`src/hw/obj_pkg.sv`:
```
// sprite scanner definitions: table layout, attribute fields, fsm states, draw record widths
package obj_pkg;

    // one table entry is four words: x, y, code, attr at 4k .. 4k+3
    localparam int ENTRY_WORDS  = 4;
    localparam int WORD_W       = 16;
    localparam int LINE_W       = 9;   // scanline and hpos range
    localparam int TILE_SIZE    = 16;  // pixels per tile side
    localparam int TILE_FIELD_W = 4;

    // attribute word, lsb of each field
    localparam int ATTR_TILE_M = 12;   // vertical tiles minus one
    localparam int ATTR_TILE_N = 8;    // horizontal tiles minus one
    localparam int ATTR_VFLIP  = 6;
    localparam int ATTR_HFLIP  = 5;    // palette sits in 4:0

    // draw record
    localparam int CODE_W = 16;
    localparam int ATTR_W = 16;
    localparam int HPOS_W = 9;

    typedef enum logic [3:0] {
        st_idle, st_read_attr, st_read_code, st_read_y, st_read_x,
        st_map_code, st_test_zone, st_issue, st_release, st_next_tile
    } obj_state_e;

endpackage

```
`src/hw/obj_draw_if.sv`:
```
// draw request channel from the line scanner to the tile output stage
`timescale 1ns/1ps

interface obj_draw_if;

    logic                        start;  // one cycle strobe
    logic [obj_pkg::CODE_W-1:0]  code;
    logic [obj_pkg::ATTR_W-1:0]  attr;   // row-in-tile in 11:8
    logic [obj_pkg::HPOS_W-1:0]  hpos;
    logic                        idle;   // sink can take a record

    modport scan (
        output start, code, attr, hpos,
        input  idle
    );

    modport sink (
        input  start, code, attr, hpos,
        output idle
    );

endinterface

```
`src/hw/obj_tile_out.sv`:
```
// one entry draw record holder, presents records with valid/ready and reports idle
`timescale 1ns/1ps

module obj_tile_out (
    input  logic                        clk,
    input  logic                        rst,
    obj_draw_if.sink                    draw,
    output logic                        tile_valid,
    input  logic                        tile_ready,
    output logic [obj_pkg::CODE_W-1:0]  tile_code,
    output logic [obj_pkg::ATTR_W-1:0]  tile_attr,
    output logic [obj_pkg::HPOS_W-1:0]  tile_hpos
);

    // scanner only starts while idle, so load and release never collide
    always_ff @(posedge clk or posedge rst) begin
        if (rst) begin
            tile_valid <= 1'b0;
        end else if (draw.start) begin
            tile_valid <= 1'b1;
        end else if (tile_ready) begin
            tile_valid <= 1'b0;   // record taken
        end
    end

    always_ff @(posedge clk) begin
        if (draw.start) begin
            tile_code <= draw.code;
            tile_attr <= draw.attr;
            tile_hpos <= draw.hpos;
        end
    end

    assign draw.idle = ~tile_valid;  // empty holder

endmodule

```
`src/flat_wrapper.sv`:
```
// flat-port wrapper written by rule: the top's interface ports become plain ports
module obj_tile_out_flat 
  (clk, rst, tile_valid, tile_ready, tile_code, tile_attr, tile_hpos, draw_start, draw_code, draw_attr, draw_hpos, draw_idle);
  obj_draw_if draw_i ();
  input  logic clk;
  input  logic rst;
  output logic tile_valid;
  input  logic tile_ready;
  output logic [obj_pkg::CODE_W-1:0] tile_code;
  output logic [obj_pkg::ATTR_W-1:0] tile_attr;
  output logic [obj_pkg::HPOS_W-1:0] tile_hpos;
  input wire logic [$bits(draw_i.start)-1:0] draw_start;
  input wire logic [$bits(draw_i.code)-1:0] draw_code;
  input wire logic [$bits(draw_i.attr)-1:0] draw_attr;
  input wire logic [$bits(draw_i.hpos)-1:0] draw_hpos;
  output wire logic [$bits(draw_i.idle)-1:0] draw_idle;
  assign draw_i.start = draw_start;
  assign draw_i.code = draw_code;
  assign draw_i.attr = draw_attr;
  assign draw_i.hpos = draw_hpos;
  assign draw_idle = draw_i.idle;
  obj_tile_out u_core (.clk(clk), .rst(rst), .draw(draw_i), .tile_valid(tile_valid), .tile_ready(tile_ready), .tile_code(tile_code), .tile_attr(tile_attr), .tile_hpos(tile_hpos));
endmodule
```
`config.mk`:
```
export PLATFORM = sky130hd
export DESIGN_NAME = obj_tile_out_flat
export DESIGN_NICKNAME = d
export VERILOG_FILES = /design/src/hw/obj_pkg.sv /design/src/hw/obj_draw_if.sv /design/src/hw/obj_tile_out.sv /design/src/flat_wrapper.sv
export SDC_FILE = /design/constraint.sdc
export NUM_CORES = 1
export LEC_CHECK = 0
export BUFFER_PORTS_ARGS = -buffer_cell sky130_fd_sc_hd__buf_2
export CAP_MARGIN = 20
export CORE_MARGIN = 10
export CORE_UTILIZATION = 45
export CTS_BUF_LIST = sky130_fd_sc_hd__clkbuf_2
export CTS_CLUSTER_SIZE = 25
export DETAILED_ROUTE_END_ITERATION = 7
export PLACE_DENSITY = 0.85
export SLEW_MARGIN = 30
export SYNTH_ARGS = -nofsm -noshare
export SYNTH_HDL_FRONTEND = slang
export SYNTH_SLANG_ARGS = --single-unit
```
`constraint.sdc`:
```
create_clock -name clk -period 1.4 [get_ports clk]
set_input_delay 0.21 -clock clk [delete_from_list [all_inputs] [get_ports clk]]
set_output_delay 0.21 -clock clk [all_outputs]
set_load 0.1 [all_outputs]
```
== After elaboration in Yosys (flattened, before gate mapping) ==
Index checks and enable logic that the tools add are counted.

* Reduce and logical (&&, ||, !) cells: 1
* Order comparisons: 0
* Muxes and demuxes: 2
* Div/mod/pow operators: 0
* Bitwise operators: 1
* Equality and inequality tests: 0
* Add/subtract/negate cells: 0
* Multiply operators: 0
* Shift operators: 0

{| class="wikitable"
|+ Operators with widths
! operator !! count
|-
| 2-to-1 mux 1 bit || 2
|-
| nonzero test 2 bit || 1
|-
| inverter 1 bit || 1
|}

* Bits in writable memories: 0
* Flip-flop bits (word level): 42
* Memory bits (read-only): 0
* Bits in latches: 0
* Memories kept: 0
* Input port bits: 45

== Depth between registers and ports, before layout ==
* Word-level depth: 2
* Depth in mapped cells: 2
* Depth with buffers taken out: 2

== Worst setup path after synthesis ==
OpenSTA, ideal clock, no wires.

* Kind: reg2reg
* Start point: register u_core.tile_valid (netlist name)
* End point: register u_core.tile_valid
* Path buffers: 0
* Setup time: 0.081 ns
* Stages on the path, launching flop included: 3
* Period minus slack after synthesis: 1.669 ns
* Data arrival time: 1.588 ns
* Setup slack: -0.269 ns
* Cells stage by stage: dfrtp_1 -> inv_2 -> o21bai_2

{| class="wikitable"
|+ RTL lines
! what !! line !! text
|-
| end signal, assigned || obj_tile_out.sv:18 || <nowiki>tile_valid <= 1'b0;</nowiki>
|-
| end signal, assigned || obj_tile_out.sv:20 || <nowiki>tile_valid <= 1'b1;</nowiki>
|-
| end signal, assigned || obj_tile_out.sv:22 || <nowiki>tile_valid <= 1'b0;</nowiki>
|-
| end, declared || obj_tile_out.sv:8 || <nowiki>output logic tile_valid,</nowiki>
|}

== Worst setup path in the final report ==
* Start point: register u_core.tile_attr[11] in the netlist's numbering
* End point: output tile_attr[11] in the netlist's numbering

{| class="wikitable"
|+ RTL lines
! what !! line !! text
|-
| start, declared || obj_tile_out.sv:11 || <nowiki>output logic [obj_pkg::ATTR_W-1:0] tile_attr,</nowiki>
|-
| start signal, assigned || obj_tile_out.sv:29 || <nowiki>tile_attr <= draw.attr;</nowiki>
|-
| end, declared || flat_wrapper.sv:10 || <nowiki>output logic [obj_pkg::ATTR_W-1:0] tile_attr;</nowiki>
|}

No word-level cell between the ends.

==> impl_metrics.csv <==
group,metric,value,unit
outcome,status,"completed",
pwr,seq_power_share,49.1,%
cts,clockBufferDepth,2,
sta,timing.final.crit_share,94.4,%
finish,syn2layout_area_growth,85.3,%
worst_setup_path,cp.arrival,1110,ps
sta,fin_crit,1320,ps
pwr,power,3.10,mW
flow_run,drv_cap,0,
pwr,switching_power,1.25,mW
sta,fin_setup_tns,0,ps
yosys,yosysSeqAreaShare,98.5,%
worst_setup_path,worst_setup_path_end_kind,"primary output",
worst_setup_path,rr_worst_depth,2,
floorplan,die_x,73.2,µm
routing,wl_per_cell,21.1,µm
routing,wirelength,4.53,mm
yosys,ys_types,5,
placement,dpl_cell_area,1790,µm²
placement,portBuffers,87,
sta,tightest_slew,317,ps
cts,cts_inserted_buffers,5,
yosys,synthCells,45,
worst_setup_path,critical_path.cell_chain,"clkbuf_4",
yosys,syn_nets,90,
yosys,synth_seq_cells,42,
floorplan,fp.coreArea,2730,µm²
global_routing,grt_max_degree,43,
routing,via_per_inst,4.60,
yosys,synth-simple-area-share,0,%
global_routing,grt_util_met1,15.8,%
worst_setup_path,critPathMaxFanout,1,
finish,fillCellCount,119,
cts,cts_setup_buffers,0,
worst_setup_path,slowest_delay,390,ps
worst_setup_path,r2r_slack,720,ps
worst_setup_path,cpLargestDelayFamily,"flip-flops",
sta,finalHoldViolCount,0,
worst_setup_path,r2r_end,"u_core.tile_valid",
cts,cts_tree,"built",
worst_setup_path,critPathKind,"flop to primary output",
placement,dp.final_hpwl,2.50,mm
worst_setup_path,start_kind,"flop",
cts,ctsHtreeMaxLevel,2,
pwr,switching_share,40.2,%
pwr,power.share.clock,15.9,%
global_routing,grt_pass1_vias,1079,
yosys,yosysWarningCount,0,
yosys,synth_compound_area_share,0.883,%
global_routing,use_met3,7.48,%
global_routing,grt_first_pass_wirelength,6.50,mm
routing,num_vias,990,
cts,clock_sinks,42,
worst_setup_path,cp_num_cells,1,
finish,final_cell_area,2360,µm²
global_routing,gr-usage-met2,29.8,%
routing,drt_pre_antenna_iters,4,
pwr,p_leak,1.02,nW
cts,cts-root-buf,"clkbuf_2",
yosys,synth_top_family_by_area,"compound AO/OA/AOI/OAI gates",
floorplan,num_rows,19,
worst_setup_path,slowest_stage,"edfxtp_1",
placement,place.gp.congestion,0.714,
sta,relSlewSlack,79.0,%
yosys,synth_area,1270,µm²
routing,drtIter0Drc,76,
global_routing,grtUsageTotal,16.7,%
routing,postRouteAntennaNets,0,
global_routing,grt_overflow,0,
cts,clkTransAtPathRegs,200,ps
pwr,peakVddDrop,1.29,mV
global_routing,grt_antenna_before_repair,0,
min_path,worst_hold_path_type,"input port to asynchronous set/reset pin",
yosys,synth_xor_area_share,0,%
worst_setup_path,r2r_start,"u_core.tile_valid",
yosys,syn_area_per_cell,28.3,µm²
sta,slew_viol_final,0,
floorplan,dieArea,5360,µm²
floorplan,start_util,46.6,%
finish,drive_gt1_share,53.3,%
sta,grt_setup_unrepaired,"no",
yosys,synth_fa_ha_area_share,0,%
yosys,synth.mux.area_fraction,0,%
sta,hold_slack,196,ps
worst_setup_path,cp_data_required_time,1190,ps
floorplan,fp.dieH,73.2,µm
pwr,p_per_area,1310,nW/µm²
sta,skew,0,ps
cts,insertion_delay,360,ps
global_routing,gr-max-usage-layer,"met2",
worst_setup_path,critPathBufInv,1,
pwr,power_frac_comb,34.9,%
finish,antenna_cells,0,
pwr,intPower,1.85,mW
routing,drc,0,
sta,max_freq,0.757,GHz
finish,final_nets,228,
floorplan,io_pins,88,
sta,finalSetupViolations,0,
flip-flops by register name, indices dropped and copies added, names as in the netlist:
| signal | cells |
|---|---|
| u_core.tile_valid | 1 |
| u_core.tile_code | 16 |
| u_core.tile_hpos | 9 |
| u_core.tile_attr | 16 |
worst max path at each step:
stage / from / slack (ps) / endpoint
2_1_floorplan: u_core.tile_valid / 100 / u_core.tile_valid
4_1_cts: u_core.tile_code[0] / 0.3 / tile_code[0]
5_1_grt: u_core.tile_attr[13] / 10 / tile_attr[13]
6_report: u_core.tile_attr[11] / 80 / tile_attr[11]
3_3_place_gp: u_core.tile_valid / 430 / tile_valid
3_5_place_dp: u_core.tile_valid / 420 / tile_valid
Yosys cell counts, drive strengths merged:
| master | instances | area share [%] |
|---|---|---|
| edfxtp | 41 | 97 |
| inv | 2 | 0.59 |
| dfrtp | 1 | 2.0 |
| o21bai | 1 | 0.88 |
layout by cell type, fill, tap and decap left out:
cell type	instances
buf_2	44
dlygate4sd3_1	43
edfxtp_1	41
buf_4	29
clkbuf_4	13
clkbuf_2	5
buf_12	2
inv_2	1
o21bai_2	1
inv_1	1
clkinvlp_4	1
clkinv_1	1
clkinv_2	1
dfrtp_2	1
cells by family after synthesis:
group                  Yosys count
AOI/OAI and AO/OA                1
buffers and inverters            2
DFF                             42
metal layers:
metal,part of all wire [%],routed length [µm],vias to the layer above
li1,-,-,452
met1,33,1500,478
met2,56,2530,56
met3,9.9,449,4
met4,1.1,51,0
met5,0,0,-
power by group through the flow:
stage | combinational, mW | clock (mW) | sequential [mW]
4_1_cts | 1.06 | 0.500 | 1.51
5_1_grt | 1.11 | 0.550 | 1.53
3_3_place_gp | 0.923 | 0 | 1.53
6_report | 1.08 | 0.494 | 1.52
3_5_place_dp | 0.930 | 0 | 1.54
2_1_floorplan | 0.0192 | 0 | 2.25
repair_timing:
item / 4_1_cts / 5_1_grt
endpoints found under the setup margin: 28 / 14
hold buffers: 43 / 0
endpoints found under the hold margin: 43 / 0
gates resized for setup: 28 / 15
layout make-up:
type                            count  area [µm²]  area share, %
Timing Repair Buffer              131        1010           42.6
Multi-Input combinational cell      1        11.3          0.477
Inverter                            2        7.51          0.318
Clock inverter                      3        16.3          0.689
Tap cell                           31        38.8           1.64
Clock buffer                        5        25.0           1.06
Sequential cell                    42        1260           53.2
stage by stage:
stage               util [%]  setup WS, ps  std cells
floorplan                  -           104         45
global placement        65.3           425        164
detailed placement      65.3           425        164
CTS                     85.1         0.339        215
global route            86.4          12.1        215
finish                  86.4          78.9        215
Power figures use the tool's default switching activity.
