File: src/hw/obj_pkg.sv
// sprite scanner definitions: table layout, attribute fields, fsm states, draw record widths
package obj_pkg;

    // one table entry is four words: x, y, code, attr at 4k .. 4k+3
    localparam int ENTRY_WORDS  = 4;
    localparam int WORD_W       = 16;
    localparam int LINE_W       = 9;   // scanline and hpos range
    localparam int TILE_SIZE    = 16;  // pixels per tile side
    localparam int TILE_FIELD_W = 4;

    // attribute word, lsb of each field
    localparam int ATTR_TILE_M = 12;   // vertical tiles minus one
    localparam int ATTR_TILE_N = 8;    // horizontal tiles minus one
    localparam int ATTR_VFLIP  = 6;
    localparam int ATTR_HFLIP  = 5;    // palette sits in 4:0

    // draw record
    localparam int CODE_W = 16;
    localparam int ATTR_W = 16;
    localparam int HPOS_W = 9;

    typedef enum logic [3:0] {
        st_idle, st_read_attr, st_read_code, st_read_y, st_read_x,
        st_map_code, st_test_zone, st_issue, st_release, st_next_tile
    } obj_state_e;

endpackage

File: src/hw/gfx_pkg.sv
// rom bank mapper definitions shared by the scanner and the top level
package gfx_pkg;

    // board variants
    typedef enum logic [5:0] {
        game_plain  = 6'd0,   // flat rom, no banking
        game_banked = 6'd1    // four bank regions
    } game_e;

    localparam int BANK_FIELD   = 4;                        // one nibble per region
    localparam int BANK_REGIONS = 4;
    localparam int BANK_W       = BANK_FIELD * BANK_REGIONS;

    // upper code bits seen by the mapper, code[15:6]
    localparam int CODE_HI_W = 10;

endpackage

File: src/hw/obj_draw_if.sv
// draw request channel from the line scanner to the tile output stage
`timescale 1ns/1ps

interface obj_draw_if;

    logic                        start;  // one cycle strobe
    logic [obj_pkg::CODE_W-1:0]  code;
    logic [obj_pkg::ATTR_W-1:0]  attr;   // row-in-tile in 11:8
    logic [obj_pkg::HPOS_W-1:0]  hpos;
    logic                        idle;   // sink can take a record

    modport scan (
        output start, code, attr, hpos,
        input  idle
    );

    modport sink (
        input  start, code, attr, hpos,
        output idle
    );

endinterface

File: src/hw/gfx_bank_mapper.sv
// registered rom bank lookup, upper code bits to bank offset, mask and unmapped flag
`timescale 1ns/1ps

module gfx_bank_mapper (
    input  logic                            clk,
    input  logic                            rst,
    input  gfx_pkg::game_e                  game,
    input  logic [gfx_pkg::BANK_W-1:0]      bank_offset,
    input  logic [gfx_pkg::BANK_W-1:0]      bank_mask,
    input  logic [gfx_pkg::CODE_HI_W-1:0]   code_hi,
    output logic [gfx_pkg::BANK_FIELD-1:0]  offset,
    output logic [gfx_pkg::BANK_FIELD-1:0]  mask,
    output logic                            unmapped
);

    localparam int FW = gfx_pkg::BANK_FIELD;
    localparam int RW = $clog2(gfx_pkg::BANK_REGIONS);

    logic [RW-1:0] region;
    logic [FW-1:0] reg_offset;
    logic [FW-1:0] reg_mask;

    // region comes from code[15:14]
    assign region     = code_hi[gfx_pkg::CODE_HI_W-1 -: RW];
    assign reg_offset = bank_offset[region*FW +: FW];
    assign reg_mask   = bank_mask[region*FW +: FW];

    always_ff @(posedge clk or posedge rst) begin
        if (rst) begin
            offset   <= '0;
            mask     <= '0;
            unmapped <= 1'b0;
        end else if (game == gfx_pkg::game_banked) begin
            offset   <= reg_offset;
            mask     <= reg_mask;
            unmapped <= (reg_mask == '0);  // empty mask, no rom behind it
        end else begin
            offset   <= '0;   // flat rom passes the code through
            mask     <= '1;
            unmapped <= 1'b0;
        end
    end

endmodule

File: src/hw/obj_row_match.sv
// tile row comparator that the line scanner instantiates once for every row of a sprite
`timescale 1ns/1ps

module obj_row_match #(
    parameter int ROW = 0
) (
    input  logic                             clk,
    input  logic [obj_pkg::TILE_FIELD_W-1:0] tile_m,
    input  logic [obj_pkg::LINE_W-1:0]       line,
    input  logic [obj_pkg::LINE_W-1:0]       obj_y,
    output logic                             match
);

    logic [obj_pkg::LINE_W-1:0] dy;

    assign dy = line - obj_y;  // wraps at 512 like the line counter

    always_ff @(posedge clk) begin
        // row must exist in the sprite and hold the line
        match <= (ROW <= int'(tile_m))
              && (int'(dy) >= ROW * obj_pkg::TILE_SIZE)
              && (int'(dy) < (ROW + 1) * obj_pkg::TILE_SIZE);
    end

endmodule

File: src/hw/obj_line_scan.sv
// sprite table walker, tests each entry against the line and issues one draw per tile
`timescale 1ns/1ps

module obj_line_scan #(
    parameter  int OBJ_COUNT = 256,
    localparam int AW        = $clog2(OBJ_COUNT * obj_pkg::ENTRY_WORDS)
) (
    input  logic                       clk,
    input  logic                       rst,
    input  logic                       flip,
    input  logic [obj_pkg::LINE_W-1:0] line,
    input  logic                       start,
    input  gfx_pkg::game_e             game,
    input  logic [gfx_pkg::BANK_W-1:0] bank_offset,
    input  logic [gfx_pkg::BANK_W-1:0] bank_mask,
    output logic [AW-1:0]              rd_addr,
    input  logic [obj_pkg::WORD_W-1:0] rd_data,
    output logic                       busy,
    obj_draw_if.scan                   draw
);

    localparam int WW = obj_pkg::WORD_W;
    localparam int LW = obj_pkg::LINE_W;
    localparam int TW = obj_pkg::TILE_FIELD_W;
    localparam int HW = obj_pkg::HPOS_W;
    localparam int FW = gfx_pkg::BANK_FIELD;

    obj_pkg::obj_state_e st;
    obj_pkg::obj_state_e next_entry_st;

    logic              rd_wait;     // first word of an entry needs two cycles
    logic              first;       // no duplicate test on the first entry
    logic              last_entry;
    logic [LW-1:0]     linef;
    logic [WW-1:0]     obj_attr, obj_x, obj_y, raw_code, obj_code;
    logic [WW-1:0]     last_attr, last_x, last_y, last_code;
    logic [gfx_pkg::CODE_HI_W-1:0] mapper_in;
    logic [FW-1:0]     offset, mask;
    logic              unmapped;
    logic [(1<<TW)-1:0] match;
    logic [TW-1:0]     tile_m, tile_n, n, npos, row, rterm, vsub;
    logic              vflip, hflip, inzone, repeated, bad_bank;
    logic [LW-1:0]     dy;
    logic [WW-1:0]     code_mn;

    assign tile_m = obj_attr[obj_pkg::ATTR_TILE_M +: TW];
    assign tile_n = obj_attr[obj_pkg::ATTR_TILE_N +: TW];
    assign vflip  = obj_attr[obj_pkg::ATTR_VFLIP];
    assign hflip  = obj_attr[obj_pkg::ATTR_HFLIP];
    assign busy   = (st != obj_pkg::st_idle);

    gfx_bank_mapper u_mapper (
        .clk         (clk),
        .rst         (rst),
        .game        (game),
        .bank_offset (bank_offset),
        .bank_mask   (bank_mask),
        .code_hi     (mapper_in),
        .offset      (offset),
        .mask        (mask),
        .unmapped    (unmapped)
    );

    for (genvar r = 0; r < (1 << TW); r++) begin : g_row
        obj_row_match #(.ROW(r)) u_row (
            .clk    (clk),
            .tile_m (tile_m),
            .line   (linef),
            .obj_y  (obj_y[LW-1:0]),
            .match  (match[r])
        );
    end

    always_comb begin
        row = '0;
        for (int i = (1 << TW) - 1; i >= 0; i--) begin
            if (match[i]) begin
                row = TW'(i);  // lowest matching row wins
            end
        end
    end

    assign inzone   = |match;
    assign dy       = linef - obj_y[LW-1:0];
    assign vsub     = dy[TW-1:0] ^ {TW{vflip}};   // row inside the tile
    assign rterm    = vflip ? tile_m - row : row;
    assign code_mn  = {obj_code[15:8], obj_code[7:4] + rterm, obj_code[3:0] + n};
    assign repeated = (obj_x == last_x) && (obj_y == last_y)
                   && (raw_code == last_code) && (obj_attr == last_attr);
    assign bad_bank = |(raw_code[WW-1 -: FW] & ~mask);  // bits outside the region
    assign next_entry_st = last_entry ? obj_pkg::st_idle : obj_pkg::st_read_attr;

    // control path
    always_ff @(posedge clk or posedge rst) begin
        if (rst) begin
            st         <= obj_pkg::st_idle;
            rd_addr    <= '0;
            rd_wait    <= 1'b0;
            first      <= 1'b0;
            last_entry <= 1'b0;
            n          <= '0;
            npos       <= '0;
            draw.start <= 1'b0;
        end else begin
            case (st)
                obj_pkg::st_idle: if (start) begin
                    rd_addr    <= AW'(OBJ_COUNT * obj_pkg::ENTRY_WORDS - 1); // top attr
                    rd_wait    <= 1'b1;
                    first      <= 1'b1;
                    last_entry <= 1'b0;
                    st         <= obj_pkg::st_read_attr;
                end
                obj_pkg::st_read_attr: begin
                    rd_addr <= rd_addr - 1'b1;  // code, then y
                    rd_wait <= 1'b0;
                    if (!rd_wait) begin
                        st <= obj_pkg::st_read_code;
                    end
                end
                obj_pkg::st_read_code: begin
                    rd_addr <= rd_addr - 1'b1;  // x
                    st      <= obj_pkg::st_read_y;
                end
                obj_pkg::st_read_y: begin
                    rd_addr    <= rd_addr - 1'b1;      // next entry attr
                    last_entry <= (rd_addr == '0);    // x of entry 0
                    st         <= obj_pkg::st_read_x;
                end
                obj_pkg::st_read_x: begin
                    rd_wait <= 1'b1;
                    st      <= obj_pkg::st_map_code;
                end
                obj_pkg::st_map_code: begin
                    first <= 1'b0;
                    if (unmapped || bad_bank || (repeated && !first)) begin
                        st <= next_entry_st;
                    end else begin
                        st <= obj_pkg::st_test_zone;
                    end
                end
                obj_pkg::st_test_zone: begin
                    n    <= '0;
                    npos <= hflip ? tile_n : '0;  // mirrored sprites start at the right
                    st   <= inzone ? obj_pkg::st_issue : next_entry_st;
                end
                obj_pkg::st_issue: if (draw.idle) begin
                    draw.start <= 1'b1;
                    st         <= obj_pkg::st_release;
                end
                obj_pkg::st_release: begin
                    draw.start <= 1'b0;
                    st         <= obj_pkg::st_next_tile;
                end
                obj_pkg::st_next_tile: begin
                    if (n == tile_n) begin
                        st <= next_entry_st;
                    end else begin
                        n    <= n + 1'b1;
                        npos <= hflip ? npos - 1'b1 : npos + 1'b1;
                        st   <= obj_pkg::st_issue;
                    end
                end
                default: st <= obj_pkg::st_idle;
            endcase
        end
    end

    // entry words and draw record
    always_ff @(posedge clk) begin
        case (st)
            obj_pkg::st_idle: linef <= line ^ {1'b0, {(LW-1){flip}}};
            obj_pkg::st_read_attr: if (!rd_wait) begin
                last_attr <= obj_attr;
                obj_attr  <= rd_data;
            end
            obj_pkg::st_read_code: begin
                last_code <= raw_code;
                raw_code  <= rd_data;
                mapper_in <= rd_data[WW-1 -: gfx_pkg::CODE_HI_W];
            end
            obj_pkg::st_read_y: begin
                last_y <= obj_y;
                obj_y  <= rd_data;
            end
            obj_pkg::st_read_x: begin
                last_x <= obj_x;
                obj_x  <= rd_data;
            end
            obj_pkg::st_map_code: begin
                obj_code <= {(raw_code[WW-1 -: FW] & mask) | offset, raw_code[WW-FW-1:0]};
            end
            obj_pkg::st_issue: if (draw.idle) begin
                draw.code <= code_mn;
                draw.attr <= {4'd0, vsub, obj_attr[7:0]};
                draw.hpos <= obj_x[HW-1:0] + HW'(npos) * HW'(obj_pkg::TILE_SIZE) - HW'(1);
            end
            default: ;
        endcase
    end

endmodule

File: src/flat_wrapper.sv
// flat-port wrapper written by rule: the top's interface ports become plain ports
module obj_line_scan_flat 
#(
    parameter  int OBJ_COUNT = 256,
    localparam int AW        = $clog2(OBJ_COUNT * obj_pkg::ENTRY_WORDS)
)
  (clk, rst, flip, line, start, game, bank_offset, bank_mask, rd_addr, rd_data, busy, draw_start, draw_code, draw_attr, draw_hpos, draw_idle);
  obj_draw_if draw_i ();
  input  logic clk;
  input  logic rst;
  input  logic flip;
  input  logic [obj_pkg::LINE_W-1:0] line;
  input  logic start;
  input  gfx_pkg::game_e game;
  input  logic [gfx_pkg::BANK_W-1:0] bank_offset;
  input  logic [gfx_pkg::BANK_W-1:0] bank_mask;
  output logic [AW-1:0] rd_addr;
  input  logic [obj_pkg::WORD_W-1:0] rd_data;
  output logic busy;
  output wire logic [$bits(draw_i.start)-1:0] draw_start;
  output wire logic [$bits(draw_i.code)-1:0] draw_code;
  output wire logic [$bits(draw_i.attr)-1:0] draw_attr;
  output wire logic [$bits(draw_i.hpos)-1:0] draw_hpos;
  input wire logic [$bits(draw_i.idle)-1:0] draw_idle;
  assign draw_start = draw_i.start;
  assign draw_code = draw_i.code;
  assign draw_attr = draw_i.attr;
  assign draw_hpos = draw_i.hpos;
  assign draw_i.idle = draw_idle;
  obj_line_scan #(.OBJ_COUNT(OBJ_COUNT)) u_core (.clk(clk), .rst(rst), .flip(flip), .line(line), .start(start), .game(game), .bank_offset(bank_offset), .bank_mask(bank_mask), .rd_addr(rd_addr), .rd_data(rd_data), .busy(busy), .draw(draw_i));
endmodule
File: config.mk
export PLATFORM = sky130hd
export DESIGN_NAME = obj_line_scan_flat
export DESIGN_NICKNAME = d
export VERILOG_FILES = /design/src/hw/obj_pkg.sv /design/src/hw/gfx_pkg.sv /design/src/hw/obj_draw_if.sv /design/src/hw/gfx_bank_mapper.sv /design/src/hw/obj_row_match.sv /design/src/hw/obj_line_scan.sv /design/src/flat_wrapper.sv
export SDC_FILE = /design/constraint.sdc
export NUM_CORES = 1
export LEC_CHECK = 0
export ABC_CLOCK_PERIOD_IN_PS = 8200
export BUFFER_PORTS_ARGS = -buffer_cell sky130_fd_sc_hd__buf_2
export CORE_MARGIN = 3
export CORE_UTILIZATION = 60
export DETAILED_ROUTE_END_ITERATION = 8
export GPL_TIMING_DRIVEN = 1
export PLACE_DENSITY = 0.78
export SYNTH_ARGS = -nofsm -noshare
export SYNTH_HDL_FRONTEND = slang
export SYNTH_HIERARCHICAL = 1
export SYNTH_SLANG_ARGS = --single-unit
File: constraint.sdc
create_clock -name clk -period 8.2 [get_ports clk]
set_input_delay 1.64 -clock clk [delete_from_list [all_inputs] [get_ports clk]]
set_output_delay 1.64 -clock clk [all_outputs]
set_load 0.05 [all_outputs]
==> After elaboration in Yosys (flattened, before gate mapping) <==
Index checks and enable logic that the tools add are counted.
{ "op_classes": {"shifts": 2, "n_div": 0, "n_lt_le_gt_ge": 46, "addsub": 10, "multipliers": 0, "bitwise_logic": 7, "reduce_logical": 59, "muxes": 43, "n_eq_ne": 19} }
{ "op_table": {"columns": ["cell", "count"], "rows": [
  ["two-way mux 4 bit", 29],
  ["greater-or-equal comparator 9 x 8 -> 1 bit, second input constant", 8],
  ["< comparator 9 x 8 -> 1 bit, second input constant", 8],
  ["equality test 16 bit", 4],
  ["case mux 4 bit (10 select lines)", 1],
  ["greater-or-equal comparator 9 x 7 -> 1 bit, second input constant", 4],
  ["< comparator 9 x 7 -> 1 bit, second input constant", 4],
  ["logical AND 1 bit", 34],
  ["<= comparator 4 bit, first input constant", 8],
  ["variable part select 16 x 5 -> 4 bit", 2],
  ["case mux 10 bit (2 select lines)", 1],
  ["greater-or-equal comparator 9 x 6 -> 1 bit, second input constant", 2],
  ["< comparator 9 x 6 -> 1 bit, second input constant", 2],
  ["equality test 4 x 3 -> 1 bit, second input constant", 4],
  ["<= comparator 3 x 4 -> 1 bit, first input constant", 4],
  ["case mux 4 bit (2 select lines)", 2],
  ["AND reduction 2 bit", 8],
  ["OR reduction 16 bit", 1],
  ["logical NOT 10 bit", 1],
  ["two-way mux 10 bit", 1],
  ["nonzero test 2 bit", 5],
  ["subtractor 10 x 1 -> 10 bit, second input constant", 1],
  ["adder 9 x 8 -> 9 bit", 1],
  ["greater-or-equal comparator 9 x 5 -> 1 bit, second input constant", 1],
  ["other kinds (33)", 50]
]} }
{ "word_totals": {"register_bits": 251, "ram_bits": 0, "rom_bits": 0, "n_memories": 0, "out_inout_bits": 53, "latch_bits": 0} }

==> Logic depth before layout (Yosys ltp) <==
Gate-level depths: netlist of run 1.
{ "depth": {"ltp_word": 19, "mapped_depth": 17, "mapped_depth_nobuf": 17} }

==> By module <==
The synthesis of run 1 kept the hierarchy.
{ "by_module_without_submodules": {"columns": ["mod", "cells_per_inst", "n_inst", "area_each_um2"], "rows": [
  ["obj_line_scan", 646, 1, 9271.4],
  ["gfx_bank_mapper", 31, 1, 563.0],
  ["obj_row_match (u_core.g_row[14].u_row)", 61, 1, 461.7],
  ["obj_row_match (u_core.g_row[3].u_row)", 58, 1, 456.7],
  ["obj_row_match (u_core.g_row[5].u_row)", 55, 1, 441.7],
  ["obj_row_match (u_core.g_row[12].u_row)", 58, 1, 434.2],
  ["obj_row_match (u_core.g_row[9].u_row)", 56, 1, 432.9],
  ["obj_row_match (u_core.g_row[4].u_row)", 56, 1, 431.7],
  ["obj_row_match (u_core.g_row[10].u_row)", 55, 1, 429.2],
  ["obj_row_match (u_core.g_row[1].u_row)", 57, 1, 425.4],
  ["obj_row_match (u_core.g_row[13].u_row)", 51, 1, 409.1],
  ["obj_row_match (u_core.g_row[7].u_row)", 53, 1, 405.4],
  ["obj_row_match (u_core.g_row[15].u_row)", 51, 1, 402.9],
  ["obj_row_match (u_core.g_row[8].u_row)", 53, 1, 400.4],
  ["+4 rows", null, null, null]
]} }

==> Worst setup path after synthesis of run 1 <==
Ideal clock, no wire load.
{ "synth_path": {"kind": "in2reg", "start": "in draw_idle", "end": "reg u_core.draw.attr[0], enable pin", "arrival_ns": 3.319, "n_path_buf": 0, "path_slack_ns": 4.448, "setup_ns": 0.433, "stages": 2, "required_time_ns": 7.767, "cell_sequence": "nand3_1 -> nor2_1"} }
{ "synth_via": {"elab_chain_len": 1} }
{ "synth_rtl": {"columns": ["item", "line_no", "source"], "rows": [
  ["start: declaration", "flat_wrapper.sv:24", "input wire logic [$bits(draw_i.idle)-1:0] draw_idle;"],
  ["AND reduction 2 bit (no source line)", null, null],
  ["end signal: assignment", "obj_line_scan.sv:194", "draw.attr <= {4'd0, vsub, obj_attr[7:0]};"],
  ["end: declaration", "obj_draw_if.sv:13", "output start, code, attr, hpos,"]
]} }
No other way between the ends.
A chain may end at the register's enable or synchronous reset.

==> Worst setup path after layout of run 1 <==
{ "layout_path": {"start": "reg u_core.g_row[14].u_row.match", "end": "reg u_core.draw.code[7] (data pin)"} }
{ "layout_via": {"elab_chain_len": 18} }
{ "layout_rtl": {"columns": ["item", "line_no", "source"], "rows": [
  ["start: declaration", "obj_row_match.sv:11", "output logic match"],
  ["start signal: assignment", "obj_row_match.sv:20", "match <= (ROW <= int'(tile_m))"],
  ["two-way mux 4 bit (*) (15 in a row)", "obj_line_scan.sv:77", "if (match[i]) begin"],
  ["subtractor 4 bit", "obj_line_scan.sv:86", "assign rterm = vflip ? tile_m - row : row;"],
  ["two-way mux 4 bit (*)", "obj_line_scan.sv:86", null],
  ["adder 4 bit (*)", "obj_line_scan.sv:87", "assign code_mn = {obj_code[15:8], obj_code[7:4] + rterm, obj_code[3:0] + n};"],
  ["named net u_core.code_mn[7]", "obj_line_scan.sv:44", "logic [WW-1:0] code_mn;"],
  ["end signal: assignment", "obj_line_scan.sv:193", "draw.code <= code_mn;"],
  ["end: declaration", "obj_draw_if.sv:13", null]
]} }
The timed path passes the listed nets; every way through them passes the cells marked *.

==> results of run 1 <==
## critical path, cell delays in order, from the launching register on
cell,delay [ns]
dfxtp_1,0.32
nor2_1,0.11
o31ai_1,0.08
a211oi_1,0.25
nor3_1,0.10
o31ai_1,0.49
fa_1,0.51
nand2_1,0.08
o21ai_0,0.10
ha_1,0.30
a21o_1,0.17
a21oi_1,0.17
xnor2_1,0.15
xnor2_1,0.17
xnor2_1,0.09
## routing by layer
metal  global-route usage  up-vias  part of all wire  wire, um
met5                    0        -                 0         0
met4               0.0635        0             0.021       844
met3               0.0467       71             0.085      3360
met2                0.426      515              0.46     18100
met1                0.375     5937              0.43     17100
li1                     -     5895                 -         -
## flip-flops by register name, indices dropped and copies added (netlist names), 4 cells and up
register,flops
u_core/draw.attr,12
u_core/draw.code,16
u_core/draw.hpos,9
u_core/g_row.u_row/match,16
u_core/last_attr,16
u_core/last_code,16
u_core/last_x,16
u_core/last_y,16
u_core/linef,9
u_core/n,4
u_core/npos,4
u_core/obj_attr,16
u_core/obj_code,16
u_core/obj_x,16
u_core/obj_y,16
u_core/raw_code,16
u_core/rd_addr,10
u_core/st,4
u_core/u_mapper/mask,4
u_core/u_mapper/offset,4
## synth_stat cells (all sizes together) (13+ instances only)
cell,instances,share of area
o21ai,51,0.016
o2111ai,17,0.0090
nor2b,40,0.016
nor4,31,0.015
dfrtp,35,0.053
nand3,23,0.0076
nand2b,34,0.014
nor3,33,0.011
edfxtp,190,0.35
a211oi,21,0.011
inv,221,0.050
a21oi,109,0.035
o211ai,13,0.0059
xor2,64,0.034
nand3b,16,0.0075
dfxtp,16,0.019
xnor2,70,0.039
a21o,32,0.015
ha,154,0.12
nor2,69,0.016
and3,13,0.0053
nand4,13,0.0049
nand2,56,0.013
fa,21,0.026
## cells by family after synthesis
logic type | after synthesis | synth area share
compound gates | 346 | 0.152
xor+xnor | 134 | 0.0730
fa+ha+maj | 175 | 0.142
buf+inv | 236 | 0.0557
flops | 241 | 0.419
mux | 19 | 0.0194
other cells | 1 | 0.000228
simple gates | 384 | 0.139
## layout make-up
| type | instances | area (um2) |
|---|---|---|
| Multi-Input combinational cell | 1062 | 8690 |
| Fill cell | 1968 | 8550 |
| Sequential cell | 241 | 6900 |
| Inverter | 221 | 830 |
| Timing Repair Buffer | 140 | 761 |
| Clock buffer | 25 | 604 |
| Tap cell | 341 | 427 |
| Clock inverter | 19 | 184 |
## per-stage QoR
stage                      util  total power, mW  worst slack, ns
final                     0.683             6.41             4.86
after global routing      0.683             6.86             4.61
after CTS                 0.683             6.38             4.84
after detailed placement  0.653             5.26             4.94
after global placement    0.653             5.13             4.98
after floorplan               -             4.48             4.45
## worst min path at each step
stage                           end  slack, ns  cells past startpoint                start
6_report       u_core/draw.code[13]       0.42                      0  u_core/obj_code[13]
5_1_grt        u_core/draw.code[15]       0.42                      0  u_core/obj_code[15]
4_1_cts        u_core/draw.code[15]       0.42                      0  u_core/obj_code[15]
3_5_place_dp    u_core/draw.code[8]       0.42                      0   u_core/obj_code[8]
3_3_place_gp   u_core/draw.code[14]       0.40                      0  u_core/obj_code[14]
2_1_floorplan  u_core/draw.code[10]       0.40                      0  u_core/obj_code[10]
## report_power, final
| group | switching (mW) | internal, mW | total (mW) |
|---|---|---|---|
| sequential | 0.208 | 1.69 | 1.90 |
| clock | 0.466 | 0.633 | 1.10 |
| combinational | 2.02 | 1.40 | 3.42 |
| total | 2.69 | 3.72 | 6.41 |
==> flow_metrics.env, run 1 <==
export IMPL_die_area_um2=29500
export IMPL_cts_tree="done"
export IMPL_required_ns=8.47
export IMPL_worstSkewPairLatency_ns=0.52
export IMPL_yosys_warnings=6
export IMPL_drv_slew=0
export IMPL_cts_buffers=24
export IMPL_initial_core_util=0.611
export IMPL_fin_cells=2049
export IMPL_ios=121
export IMPL_dp_cells=2005
export IMPL_synth_edf_count=190
export IMPL_drive_gt1_frac=0.159
export IMPL_reg2reg_to="u_core/draw.code[7]"
export IMPL_antenna_found_initial=0
export IMPL_synthFlopType="edfxtp_1"
export IMPL_clk_path_buf_depth=3
export IMPL_core_area_um2=27000
export IMPL_cts_htree_levels=1
export IMPL_die_w_um=172
export IMPL_setup_viol=0
export IMPL_syn_avg_cell_area_um2=10.7
export IMPL_rows=60
export IMPL_status="complete, no violations"
export IMPL_vias=12418
export IMPL_power_static_leakage_nw=7.93
export IMPL_slew_headroom=0.181
export IMPL_antenna_left=0
export IMPL_hpwl_um=26200
export IMPL_place_gp_congestion=0.891
export IMPL_hold_path_class="register to register"
export IMPL_grt_max_degree=39
export IMPL_grt_pass1_wl_um=61600
export IMPL_tns_ns=0
export IMPL_postCtsSetupRepairBufs=0
export IMPL_viasPerCell=6.06
export IMPL_final_common_cell="inv_1"
export IMPL_reg2reg_from="u_core/g_row[14].u_row/match"
export IMPL_crit_start="u_core/g_row[14].u_row/match"
export IMPL_num_antenna_cells=0
export IMPL_nets=1933
export IMPL_critPathArrivalTime_ns=3.61
export IMPL_cts_resized=0
export IMPL_syn_area_um2=16500
export IMPL_wl_per_cell_um=19.2
export IMPL_rsz0062_at_grt="no"
export IMPL_clock_skew_ns=0.00943
export IMPL_initialDrtViolationCount=1097
export IMPL_crit_path_start_kind="register"
export IMPL_crit_type="register to register"
export IMPL_maxCapViolCount=0
export IMPL_endpoint="u_core/draw.code[7]"
export IMPL_p_per_area_nw_per_um2=349
export IMPL_holdWs_ns=0.418
export IMPL_cp_end_kind="register"
export IMPL_portBuffers=116
export IMPL_hold_buffers=0
export IMPL_firstDrtPassIters=5
export IMPL_ys_seq_elements=241
export IMPL_tightest_slew_ns=1.23
export IMPL_die_height_um=172
export IMPL_root_buffer="clkbuf_16"
export IMPL_final_area_um2=18400
export IMPL_reg2reg_slack_ns=4.86
export IMPL_syn_inst=1536
export IMPL_place_area_um2=17600
export IMPL_post_route_period_util=0.407
export IMPL_grt_pass1_vias=11990
export IMPL_crit_path_max_fanout=4
export IMPL_grt_usage=0.264
export IMPL_cts_sinks=241
export IMPL_clk_pin_slew_worst_paths_ns=0.07
export IMPL_final_hold_violation_count=0
export IMPL_synth_async_reset_ratio=0.145
export IMPL_fin_crit_ns=3.34
export IMPL_timing_fmax_ghz=0.300
export IMPL_ir_worst_vdd_mv=0.220
export IMPL_r2r_cells=14
export IMPL_synth_seq_area_share=0.419
export IMPL_synth_cell_types=117
export IMPL_gr_total_overflow=0
export IMPL_syn_to_final_growth_pct=11.6
export IMPL_drt_total_wl_um=39400
export IMPL_drc_errors=0
export IMPL_layout_common_cells="inv_1, edfxtp_1, ha_1, buf_2, a21oi_1"
Note: power is estimated with default switching activity, not from simulation.
==> inputs of run 2 (changes only) <==
--- a/config.mk
+++ b/config.mk
@@ -5,13 +5,13 @@
 export SDC_FILE = /design/constraint.sdc
 export NUM_CORES = 1
 export LEC_CHECK = 0
-export ABC_CLOCK_PERIOD_IN_PS = 8200
+export ABC_CLOCK_PERIOD_IN_PS = 2950
 export BUFFER_PORTS_ARGS = -buffer_cell sky130_fd_sc_hd__buf_2
 export CORE_MARGIN = 3
-export CORE_UTILIZATION = 60
+export CORE_UTILIZATION = 56
 export DETAILED_ROUTE_END_ITERATION = 8
 export GPL_TIMING_DRIVEN = 1
-export PLACE_DENSITY = 0.78
+export PLACE_DENSITY = 0.77
 export SYNTH_ARGS = -nofsm -noshare
 export SYNTH_HDL_FRONTEND = slang
 export SYNTH_HIERARCHICAL = 1
==> constraint.sdc (replaced) <==
create_clock -name clk -period 2.95 [get_ports clk]
set_input_delay 0.59 -clock clk [delete_from_list [all_inputs] [get_ports clk]]
set_output_delay 0.59 -clock clk [all_outputs]
set_load 0.05 [all_outputs]
==> run 2 against run 1 <==
Against the previous run:
- the flow now finishes with violations (setup timing)
- via count grew 1.8%
- count of clock-buffer cells in the layout grew 1
- combinational power grew to 2.9 times the previous value
- register-to-register slack lost 5.1 ns
- final cell count grew 4.4%
- worst setup slack lost 5.1 ns
- flip-flop and latch count is the same
- critical path depth grew 1
- critical path type unchanged
==> flow_metrics.env, run 2 (synthesis results as in run 1) <==
export IMPL_status="complete, but fails checks"
export IMPL_violations="setup timing"
export IMPL_num_antenna_cells=0
export IMPL_portBuffers=116
export IMPL_timing_fmax_ghz=0.317
export IMPL_place_gp_congestion=0.891
export IMPL_hold_buffers=0
export IMPL_worstSkewPairLatency_ns=0.51
export IMPL_required_ns=3.21
export IMPL_crit_path_start_kind="register"
export IMPL_critPathArrivalTime_ns=3.42
export IMPL_vias=12641
export IMPL_cts_tree="done"
export IMPL_cp_slowest_cell="fa_2"
export IMPL_clock_skew_ns=0.00766
export IMPL_antenna_left=0
export IMPL_drt_total_wl_um=40300
export IMPL_crit_path_frequent_cell="xnor2_1"
export IMPL_initial_core_util=0.571
export IMPL_tightest_slew_ns=0.766
export IMPL_root_buffer="clkbuf_16"
export IMPL_tns_ns=-0.207
export IMPL_grt_usage=0.251
export IMPL_final_common_cell="inv_1"
export IMPL_setup_viol=1
export IMPL_path_delay_family="compound AO/OA/AOI/OAI gates"
export IMPL_nets=1981
export IMPL_ir_worst_vdd_mv=0.546
export IMPL_grt_pass1_vias=12184
export IMPL_fin_crit_ns=3.16
export IMPL_drive_gt1_frac=0.191
export IMPL_r2r_cells=15
export IMPL_firstDrtPassIters=5
export IMPL_slew_headroom=0.490
export IMPL_cts_htree_levels=1
export IMPL_hpwl_um=29000
export IMPL_core_area_um2=28900
export IMPL_nFillCells=2176
export IMPL_syn_to_final_growth_pct=14.7
export IMPL_initialDrtViolationCount=1081
export IMPL_antenna_found_initial=0
export IMPL_post_route_period_util=1.07
export IMPL_fin_ws_ns=-0.207
export IMPL_cts_sinks=241
export IMPL_ios=121
export IMPL_clk_pin_slew_worst_paths_ns=0.07
export IMPL_die_height_um=178
export IMPL_holdWs_ns=0.0254
export IMPL_drv_slew=0
export IMPL_grt_max_degree=39
export IMPL_crit_type="register to register"
export IMPL_cts_buffers=24
export IMPL_final_hold_violation_count=0
export IMPL_cp_slowest_stage_delay_ns=0.51
export IMPL_clk_path_buf_depth=3
export IMPL_reg2reg_from="u_core/g_row[15].u_row/match"
export IMPL_p_per_area_nw_per_um2=968
export IMPL_maxCapViolCount=0
export IMPL_cp_end_kind="register"
export IMPL_rsz0062_at_grt="yes"
export IMPL_cp_num_buf_inv=1
export IMPL_hold_path_class="input port to async pin"
export IMPL_reg2reg_slack_ns=-0.21
export IMPL_reg2reg_to="u_core/draw.code[7]"
export IMPL_power_static_leakage_nw=8.17
export IMPL_die_area_um2=31500
export IMPL_wl_per_cell_um=18.9
export IMPL_viasPerCell=5.91
export IMPL_cp_cell_sequence="buf_4 > nor2_1 > o31ai_1 > a211oi_1 > nor3_1 > o31ai_2 > fa_2 > nand2_2 > o21ai_2 > ha_1 > a21o_1 > a21oi_2 > xnor2_1 > xnor2_1 > xnor2_1"
export IMPL_layout_common_cells="inv_1, edfxtp_1, ha_1, buf_2, a21oi_1"
export IMPL_gr_total_overflow=0
export IMPL_rows=62
export IMPL_die_w_um=178
export IMPL_crit_path_max_fanout=2
export IMPL_drc_errors=0
export IMPL_grt_pass1_wl_um=62700
## run 2: stage by stage
step	worst slack (ns)	utilization	instances	power (mW)	area (um2)
after global placement	-0.0931	0.626	2093	14.7	18100
after floorplan	0.00635	-	1539	12.5	16500
final	-0.207	0.655	2139	18.3	18900
after detailed placement	-0.217	0.626	2093	15.1	18100
after global routing	-0.392	0.655	2139	19.6	18900
after CTS	-0.212	0.653	2136	18.1	18800
## run 2: worst max-delay path by stage
stage / start / to / cells after the start
floorplan: u_core/g_row[15].u_row/match / u_core/draw.code[7] / 17
global placement: u_core/g_row[15].u_row/match / u_core/draw.code[7] / 17
detailed placement: u_core/g_row[15].u_row/match / u_core/draw.code[7] / 17
CTS: u_core/g_row[15].u_row/match / u_core/draw.code[7] / 17
global route: u_core/g_row[15].u_row/match / u_core/draw.code[7] / 15
finish: u_core/g_row[15].u_row/match / u_core/draw.code[7] / 15
## run 2: cell type report
type | instances | area [um2] | area share
repair buffers | 188 | 1190 | 0.0628
inverters | 221 | 830 | 0.0439
clock inverters | 17 | 123 | 0.00649
multi-input cells | 1062 | 8750 | 0.463
flip-flops and latches | 241 | 6900 | 0.365
clock buffers | 26 | 629 | 0.0333
well taps | 384 | 480 | 0.0254
## run 2: layer usage
layer	wire length [um]	vias up	GRT usage
met4	1220	0	0.0753
met1	17600	6106	0.351
met2	18500	466	0.406
li1	-	5973	-
met3	3020	96	0.0402
met5	0	-	0
## run 2: report_power, final
part	switching [mW]	internal, mW
Clock	1.29	1.64
Sequential	0.709	4.70
Combinational	5.67	4.30
## run 2: timing repair
action,4_1_cts,5_1_grt
setup buffers,0,4
endpoints found under the setup margin,1,4
gates resized for setup,6,10
gates cloned,0,0
pin swaps,10,10
